==> src/design/knight_pkg.sv <==
package knight_pkg;

  ////////////////////////////////////////////////////////////////////////////
  // Command and response encodings
  ////////////////////////////////////////////////////////////////////////////

  // Opcodes sit in the top nibble of every command word
  localparam logic [3:0] op_cal  = 4'h2;
  localparam logic [3:0] op_move = 4'h4;

  // Single-byte replies returned to the remote link
  localparam logic [7:0] resp_ack = 8'hA5;
  localparam logic [7:0] resp_nak = 8'hEE;

  // Top byte of the 12-bit heading for each of the four legal directions
  localparam logic [7:0] hdg_north = 8'h00;
  localparam logic [7:0] hdg_west  = 8'h3F;
  localparam logic [7:0] hdg_south = 8'h7F;
  localparam logic [7:0] hdg_east  = 8'hC0;

  ////////////////////////////////////////////////////////////////////////////
  // Board geometry and timing
  ////////////////////////////////////////////////////////////////////////////

  // The board is 5 by 5, so both coordinates run from 0 to 4
  localparam logic [2:0] board_max = 3'd4;
  localparam logic [2:0] start_x   = 3'd2;
  localparam logic [2:0] start_y   = 3'd2;

  // Timer width covers the longer of the two phases
  localparam int cnt_w = 7;

  // Shortened durations so that simulation runs in a few thousand cycles
  localparam logic [cnt_w-1:0] cal_cycles    = 7'd64;
  localparam logic [cnt_w-1:0] square_cycles = 7'd32;

  ////////////////////////////////////////////////////////////////////////////
  // Types
  ////////////////////////////////////////////////////////////////////////////

  // Internal direction code, decoded from one of the heading bytes
  typedef enum logic [1:0] {dir_north, dir_west, dir_south, dir_east} dir_t;

  // One 16-bit command word read either as a calibrate or as a move
  typedef union packed {
    struct packed {
      logic [3:0]  opcode;
      logic [11:0] rsvd;
    } cal_view;
    struct packed {
      logic [3:0] opcode;
      logic [7:0] heading;
      logic [3:0] squares;
    } move_view;
  } cmd_word_u;

  // Command sequencer states
  typedef enum logic [1:0] {st_idle, st_calib, st_move, st_respond} seq_state_t;

endpackage

==> src/design/step_if.sv <==
`timescale 1ns/1ns

// Link between the command sequencer and the board tracker
interface step_if;

  import knight_pkg::*;

  // Requested direction, and the distance that fits is evaluated for
  dir_t       dir;
  logic [3:0] squares;

  // One-cycle strobe that advances the knight by one square
  logic       step;

  // Current knight position
  logic [2:0] xx;
  logic [2:0] yy;

  // High when the requested distance stays on the board
  logic       fits;

  modport seq (
    output dir, squares, step,
    input  xx, yy, fits
  );

  modport tracker (
    input  dir, squares, step,
    output xx, yy, fits
  );

endinterface

==> src/design/board_pos.sv <==
`timescale 1ns/1ns

module board_pos (
  input  logic    clk,
  input  logic    arst_n,
  step_if.tracker trk
);

  import knight_pkg::*;

  // Positions reached moving in the positive direction, one bit wider
  logic [4:0] reach_x;
  logic [4:0] reach_y;

  ////////////////////////////////////////////////////////////////////////////
  // Fit check
  ////////////////////////////////////////////////////////////////////////////

  assign reach_x = {2'b00, trk.xx} + {1'b0, trk.squares};
  assign reach_y = {2'b00, trk.yy} + {1'b0, trk.squares};

  // North and east grow a coordinate, west and south shrink one
  always_comb begin
    trk.fits = 1'b0;
    case (trk.dir)
      dir_north: trk.fits = (reach_y <= {2'b00, board_max});
      dir_east:  trk.fits = (reach_x <= {2'b00, board_max});
      // Shrinking moves fit as long as the distance does not pass zero
      dir_south: trk.fits = (trk.squares <= {1'b0, trk.yy});
      dir_west:  trk.fits = (trk.squares <= {1'b0, trk.xx});
      default:   trk.fits = 1'b0;
    endcase
  end

  ////////////////////////////////////////////////////////////////////////////
  // Position register
  ////////////////////////////////////////////////////////////////////////////

  // The knight moves a single square per step strobe
  always_ff @(posedge clk or negedge arst_n) begin
    if (!arst_n) begin
      trk.xx <= start_x;
      trk.yy <= start_y;
    end else if (trk.step) begin
      case (trk.dir)
        dir_north: trk.yy <= trk.yy + 3'd1;
        dir_south: trk.yy <= trk.yy - 3'd1;
        dir_east:  trk.xx <= trk.xx + 3'd1;
        dir_west:  trk.xx <= trk.xx - 3'd1;
        default: begin
          trk.xx <= trk.xx;
          trk.yy <= trk.yy;
        end
      endcase
    end
  end

  ////////////////////////////////////////////////////////////////////////////
  // Checks
  ////////////////////////////////////////////////////////////////////////////

  // Stepping past an edge wraps the 3-bit count above board_max
  a_on_board : assert property (@(posedge clk) disable iff (!arst_n)
    trk.step |=> (trk.xx <= board_max) && (trk.yy <= board_max))
    else $error("knight stepped off the board to (%0d,%0d)", trk.xx, trk.yy);

endmodule

==> src/design/cmd_seq.sv <==
`timescale 1ns/1ns

module cmd_seq (
  input  logic                         clk,
  input  logic                         arst_n,
  input  knight_pkg::cmd_word_u        cmd,
  input  logic                         cmd_rdy,
  step_if.seq                          trk,
  output logic                         load,
  output logic [knight_pkg::cnt_w-1:0] load_val,
  input  logic                         expired,
  output logic [7:0]                   resp,
  output logic                         resp_rdy,
  output logic                         moving,
  output logic                         cal_done
);

  import knight_pkg::*;

  seq_state_t state;

  // Squares still to travel in the current move
  logic [3:0] rem;

  // Direction latched for the whole move, and the pending reply type
  dir_t dir_q;
  logic nak_q;

  // Set while a calibration reply is waiting to go out
  logic cal_pend;

  // Decoded view of the incoming word
  dir_t hdg_dir;
  logic hdg_ok;
  logic is_cal;
  logic is_move;
  logic start_cmd;
  logic start_timed;

  ////////////////////////////////////////////////////////////////////////////
  // Command decode
  ////////////////////////////////////////////////////////////////////////////

  // Only the four cardinal heading bytes are legal
  always_comb begin
    hdg_ok  = 1'b1;
    hdg_dir = dir_north;
    case (cmd.move_view.heading)
      hdg_north: hdg_dir = dir_north;
      hdg_west:  hdg_dir = dir_west;
      hdg_south: hdg_dir = dir_south;
      hdg_east:  hdg_dir = dir_east;
      default:   hdg_ok  = 1'b0;
    endcase
  end

  // Calibration requires the reserved field to be clear
  assign is_cal = (cmd.cal_view.opcode == op_cal) && (cmd.cal_view.rsvd == 12'h000);

  // A move is only legal once calibrated and when the path stays on the board
  assign is_move = (cmd.move_view.opcode == op_move) && cal_done && hdg_ok && trk.fits;

  assign start_cmd = (state == st_idle) && cmd_rdy;

  // Calibration and nonzero moves both need the timer, zero moves reply at once
  assign start_timed = start_cmd &&
                       (is_cal || (is_move && (cmd.move_view.squares != 4'd0)));

  // While idle the tracker evaluates the incoming request, later the remainder
  assign trk.dir     = (state == st_idle) ? hdg_dir : dir_q;
  assign trk.squares = (state == st_idle) ? cmd.move_view.squares : rem;

  // Each expiry in move is one square completed
  assign trk.step = (state == st_move) && expired;

  // Reload on every square boundary except the last one
  assign load = start_timed || (trk.step && (rem != 4'd1));

  assign load_val = (start_cmd && is_cal) ? cal_cycles : square_cycles;

  ////////////////////////////////////////////////////////////////////////////
  // Sequencer
  ////////////////////////////////////////////////////////////////////////////

  always_ff @(posedge clk or negedge arst_n) begin
    if (!arst_n) begin
      state    <= st_idle;
      rem      <= 4'd0;
      cal_pend <= 1'b0;
      resp     <= 8'h00;
      resp_rdy <= 1'b0;
      moving   <= 1'b0;
      cal_done <= 1'b0;
    end else begin
      resp_rdy <= 1'b0;
      case (state)
        st_idle: begin
          if (cmd_rdy) begin
            if (is_cal) begin
              state    <= st_calib;
            end else if (start_timed) begin
              state    <= st_move;
              rem      <= cmd.move_view.squares;
              moving   <= 1'b1;
            end else begin
              // Illegal words and zero-square moves go straight to the reply
              state    <= st_respond;
            end
          end
        end
        st_calib: begin
          if (expired) begin
            state    <= st_respond;
            cal_pend <= 1'b1;
          end
        end
        st_move: begin
          if (expired) begin
            rem <= rem - 4'd1;
            if (rem == 4'd1) begin
              state <= st_respond;
            end
          end
        end
        st_respond: begin
          // Reply, cal_done and the end of motion all appear on the same edge
          resp     <= nak_q ? resp_nak : resp_ack;
          resp_rdy <= 1'b1;
          moving   <= 1'b0;
          if (cal_pend) begin
            cal_done <= 1'b1;
          end
          cal_pend <= 1'b0;
          state    <= st_idle;
        end
        default: state <= st_idle;
      endcase
    end
  end

  // Direction and reply type are captured from the accepted word
  always_ff @(posedge clk) begin
    if (start_cmd) begin
      dir_q <= hdg_dir;
      nak_q <= !(is_cal || is_move);
    end
  end

  ////////////////////////////////////////////////////////////////////////////
  // Checks
  ////////////////////////////////////////////////////////////////////////////

  // Every reply is a single-cycle pulse
  a_resp_pulse : assert property (@(posedge clk) disable iff (!arst_n)
    resp_rdy |=> !resp_rdy)
    else $error("resp_rdy held for two cycles, state %s", state.name());

  // The tracker is only stepped during an accepted move with squares still to go
  a_step_in_move : assert property (@(posedge clk) disable iff (!arst_n)
    trk.step |-> moving && (rem != 4'd0))
    else $error("step pulsed outside a move, state %s", state.name());

endmodule

==> src/design/knight_ctrl.sv <==
`timescale 1ns/1ns

module knight_ctrl (
  input  logic        clk,
  input  logic        arst_n,
  input  logic [15:0] cmd,
  input  logic        cmd_rdy,
  output logic [7:0]  resp,
  output logic        resp_rdy,
  output logic        moving,
  output logic        cal_done,
  output logic [2:0]  xx,
  output logic [2:0]  yy
);

  import knight_pkg::*;

  // Timer control between the sequencer and the square timer
  logic             load;
  logic [cnt_w-1:0] load_val;
  logic             expired;

  // Step requests and position feedback
  step_if trk ();

  ////////////////////////////////////////////////////////////////////////////
  // Instances
  ////////////////////////////////////////////////////////////////////////////

  cmd_seq i_seq (
    .clk      (clk),
    .arst_n   (arst_n),
    .cmd      (cmd),
    .cmd_rdy  (cmd_rdy),
    .trk      (trk.seq),
    .load     (load),
    .load_val (load_val),
    .expired  (expired),
    .resp     (resp),
    .resp_rdy (resp_rdy),
    .moving   (moving),
    .cal_done (cal_done)
  );

  // Times calibration and every square of travel
  square_timer i_timer (
    .clk      (clk),
    .arst_n   (arst_n),
    .load     (load),
    .load_val (load_val),
    .expired  (expired)
  );

  board_pos i_board (
    .clk    (clk),
    .arst_n (arst_n),
    .trk    (trk.tracker)
  );

  // The position comes straight from the tracker register
  assign xx = trk.xx;
  assign yy = trk.yy;

endmodule

==> src/design/square_timer.sv <==
`timescale 1ns/1ns

module square_timer (
  input  logic                         clk,
  input  logic                         arst_n,
  input  logic                         load,
  input  logic [knight_pkg::cnt_w-1:0] load_val,
  output logic                         expired
);

  import knight_pkg::*;

  // Remaining cycles minus one, so zero marks the final cycle
  logic [cnt_w-1:0] cnt;
  logic             running;

  // Expiry lands exactly load_val cycles after the loading edge
  assign expired = running && (cnt == '0);

  always_ff @(posedge clk or negedge arst_n) begin
    if (!arst_n) begin
      cnt     <= '0;
      running <= 1'b0;
    end else if (load) begin
      // A load on the expiry cycle chains straight into the next period
      cnt     <= load_val - 1'b1;
      running <= 1'b1;
    end else if (running) begin
      if (cnt == '0) begin
        running <= 1'b0;
      end else begin
        cnt <= cnt - 1'b1;
      end
    end
  end

  ////////////////////////////////////////////////////////////////////////////
  // Checks
  ////////////////////////////////////////////////////////////////////////////

  // The sequencer may only reload when the previous period has just ended
  a_no_early_load : assert property (@(posedge clk) disable iff (!arst_n)
    load |-> (!running || expired))
    else $error("timer reloaded with %0d cycles still to run", cnt);

  // A zero-length period would never expire
  a_load_nonzero : assert property (@(posedge clk) disable iff (!arst_n)
    load |-> (load_val != '0))
    else $error("timer loaded with zero");

endmodule

==> config.mk <==
export PLATFORM = sky130hd
export DESIGN_NAME = knight_ctrl
export DESIGN_NICKNAME = d
export VERILOG_FILES = /design/src/design/knight_pkg.sv /design/src/design/step_if.sv /design/src/design/board_pos.sv /design/src/design/cmd_seq.sv /design/src/design/knight_ctrl.sv /design/src/design/square_timer.sv
export SDC_FILE = /design/constraint.sdc
export NUM_CORES = 1
export LEC_CHECK = 0
export BUFFER_PORTS_ARGS = -buffer_cell sky130_fd_sc_hd__buf_2
export CAP_MARGIN = 10
export CORE_ASPECT_RATIO = 2
export CORE_MARGIN = 2
export CORE_UTILIZATION = 58
export CTS_BUF_LIST = sky130_fd_sc_hd__clkbuf_16
export DETAILED_ROUTE_END_ITERATION = 7
export PLACE_DENSITY_LB_ADDON = 0.15
export SYNTH_ARGS = -nofsm -noshare
export SYNTH_HDL_FRONTEND = slang
export SYNTH_HIERARCHICAL = 1
export SYNTH_SLANG_ARGS = --single-unit
==> constraint.sdc <==
create_clock -name clk -period 5.8 [get_ports clk]
set_input_delay 0.29 -clock clk [delete_from_list [all_inputs] [get_ports clk]]
set_output_delay 0.29 -clock clk [all_outputs]
set_load 0.005 [all_outputs]
==> results.sh <==
export IMPL_status="complete, no violations"
export IMPL_dr_first_iter_drc_count=36
export IMPL_synth_distinct_cells=60
export IMPL_ys_seq_area_share_pct=30.50
export IMPL_layout_cells_non_filler=358
export IMPL_fillCellCount=377
export IMPL_grt_pass1_vias=2142
export IMPL_max_freq_mhz=193.2
export IMPL_antenna_cells=0
export IMPL_first_pass_iters=4
export IMPL_crit_path_start_kind="flip-flop"
export IMPL_grtUsageTotal_pct=26.41
export IMPL_r2r_slack_ns=0.62
export IMPL_crit_chain="inv_1 -> ha_2 -> mux2_2 -> ha_1 -> inv_1 -> a221o_1 -> a2111oi_0 -> nand4bb_1 -> nand4_1 -> a211oi_1 -> o21ai_0 -> nand2_1 -> mux2i_1 -> ha_1 -> nor4bb_1 -> a211oi_1 -> a41oi_1 -> o211ai_1"
export IMPL_die_area_mm2=0.004917
export IMPL_ir_drop_mv=0.2279
export IMPL_dp_cells=350
export IMPL_finalCritPeriodShare_pct=89.25
export IMPL_synth_top_area_share_pct=24.84
export IMPL_ant_nets=0
export IMPL_syn_inst=275
export IMPL_stdcell_area_mm2=0.002823
export IMPL_syn_to_final_growth_pct=12.07
export IMPL_final_core_util_pct=68.36
export IMPL_synth_ff_type="dfrtp_1"
export IMPL_syn_area_mm2=0.002519
export IMPL_port_buffers=34
export IMPL_num_rows=33
export IMPL_worst_endpoint_arrival_ns=5.33
export IMPL_power_density_mw_per_mm2=406.1
export IMPL_layout_min_cycle_time_ns=5.177
export IMPL_place_area_mm2=0.002679
export IMPL_clock_sinks=30
export IMPL_async_flop_share_pct=90.00
export IMPL_tightest_slew_ns=0.7181
export IMPL_nNetsFinal=347
export IMPL_h_tree_depth=2
export IMPL_io_pins=36
export IMPL_wl_um=6079
export IMPL_tns_ns=0
export IMPL_synthesis_area_per_instance_um2=9.159
export IMPL_insertion_delay_ns=0.27
export IMPL_maxCapViolations=0
export IMPL_ys_ff_latch=30
export IMPL_max_stage_delay_ns=0.45
export IMPL_gr_total_overflow=0
export IMPL_cp_end_kind="flip-flop"
export IMPL_drive_above_1_share_pct=20.26
export IMPL_grt_pass1_wl_um=9791
export IMPL_worstSetupPathType="flip-flop to flip-flop"
export IMPL_antenna_found_initial=0
export IMPL_vias=2156
export IMPL_slew_violations=0
export IMPL_relSlewSlack_pct=52.03
export IMPL_yosysWarnings=6
export IMPL_pre_cts_ws_ns=0.3999
export IMPL_finalSetupViolCount=0
export IMPL_cts_hold_buffers=0
export IMPL_worst_slack_ns=0.6233
export IMPL_root_buffer="clkbuf_16"
export IMPL_clock_path_buffers=2
export IMPL_required_ns=5.95
export IMPL_rsz0062_at_grt="no"
export IMPL_synth_edf_count=3
export IMPL_coreArea_mm2=0.004129
export IMPL_routabilityCongestion=0.8142
export IMPL_cts_buffers=5
export IMPL_synth_area_top_cells="dfrtp_1 25%, ha_1 9.4%, inv_1 3.7%"
export IMPL_hold_viol=0
export IMPL_hold_path_class="input pin to async pin"
export IMPL_hpwl_um=4754
export IMPL_post_drt_via_cell_ratio=6.022
export IMPL_drc=0
export IMPL_cts_setup_buffers=0
export IMPL_crit_slowest_cell="nor4bb_1"
export IMPL_fin_worst_skew_ns=0.001835
export IMPL_cts_reportedPaths_clkPinSlew_ns=0.05
export IMPL_grt_max_degree=28
export IMPL_dieHeight_um=97.19
export IMPL_synth_area_leader_cell="dfrtp_1"
export IMPL_die_w_um=50.60
export IMPL_synthTopCellsByCount="25 x dfrtp_1, 25 x inv_1, 22 x nand2_1, 19 x ha_1, 18 x nor2_1"
export IMPL_cts_tree="yes"
export IMPL_p_leak_uw=0.001191
export IMPL_crit_fanout=18
export IMPL_wl_per_cell_um=16.98
export IMPL_initial_core_util_pct=61.00
## stage by stage
stage | hold WS (ns) | power, uW
CTS | 0.05800 | 1142
floorplan | -0.005591 | 750.7
global route | 0.09653 | 1235
finish | 0.03422 | 1146
detailed placement | 0.3495 | 888.4
global placement | 0.3433 | 877.0
## what timing repair did
item                       4_1_cts  5_1_grt
setup endpoints to repair        0        2
hold endpoints to repair         0        0
resized for setup                0        2
## kinds of logic after synthesis
| family | synth area share [%] |
|---|---|
| other cells | 0.1489 |
| fa+ha+maj | 12.62 |
| simple gates | 21.16 |
| flops | 30.50 |
| mux | 5.415 |
| buf+inv | 7.899 |
| xor+xnor | 4.521 |
| compound gates | 17.74 |
## flip-flops by register name, indices dropped and copies added, names as in the netlist, 2 cells and up
name / count
i_board/trk.xx: 3
i_board/trk.yy: 3
i_seq/dir_q: 2
i_seq/rem: 4
i_seq/resp: 3
i_seq/state: 2
i_timer/cnt: 7
## final cells by class
type                       instances  area [um^2]  area share (%)
tap                               52        65.06           2.305
sequential                        30        768.2           27.22
clock inverter                     3        16.27          0.5762
clock buffer                       5        125.1           4.433
multi-input combinational        207         1573           55.72
timing repair buffer              35        177.7           6.294
inverter                          26        97.59           3.457
## layer usage
metal | global-route usage [%] | vias up | share of wire [%]
met5 | 0 | - | 0
met4 | 14.76 | 0 | 3.6
met3 | 4.000 | 18 | 3.2
met2 | 51.42 | 61 | 58
met1 | 24.10 | 1044 | 35
li1 | - | 1033 | -
## worst paths after layout
path | startpoint | to | cells past startpoint
setup / recovery | i_seq/state[0] | i_timer/cnt[4] | 18
hold / removal | arst_n | i_seq/rem[3] | 1
setup reg to reg | i_seq/state[0] | i_timer/cnt[4] | 18
hold reg to reg | i_seq/nak_q | i_seq/resp[0] | 1
max in group asynchronous | arst_n | i_board/trk.xx[0] | 1
min in group clk | cmd[2] | i_seq/rem[2] | 3
## critical path, delay by kind of cell, from the launching register on
kind                       cells  cell delay (ns)
DFF                            1             0.41
adders and majority gates      3             1.02
muxes                          2             0.68
AOI/OAI and AO/OA              7             1.45
and+or+nand+nor                4             1.32
buffers and inverters          2             0.16
## report_power, final
| group | internal [uW] | total, uW | switching (uW) |
|---|---|---|---|
| Combinational | 237 | 543 | 306 |
| Sequential | 277 | 356 | 78.4 |
| Clock | 156 | 248 | 91.4 |
## placed cells by master (no fill, tap or decap), types with 6 or more instances in the layout
cell type,count
conb_1,6
buf_2,34
mux2i_1,8
nand2b_1,6
o21ai_0,14
xnor2_1,9
dfrtp_1,25
nor4b_1,6
inv_1,25
a211oi_1,6
nand2_1,22
ha_1,18
a21oi_1,10
nor2_1,18
nor3_1,6
No activity file was read; power rests on OpenSTA's default activity.
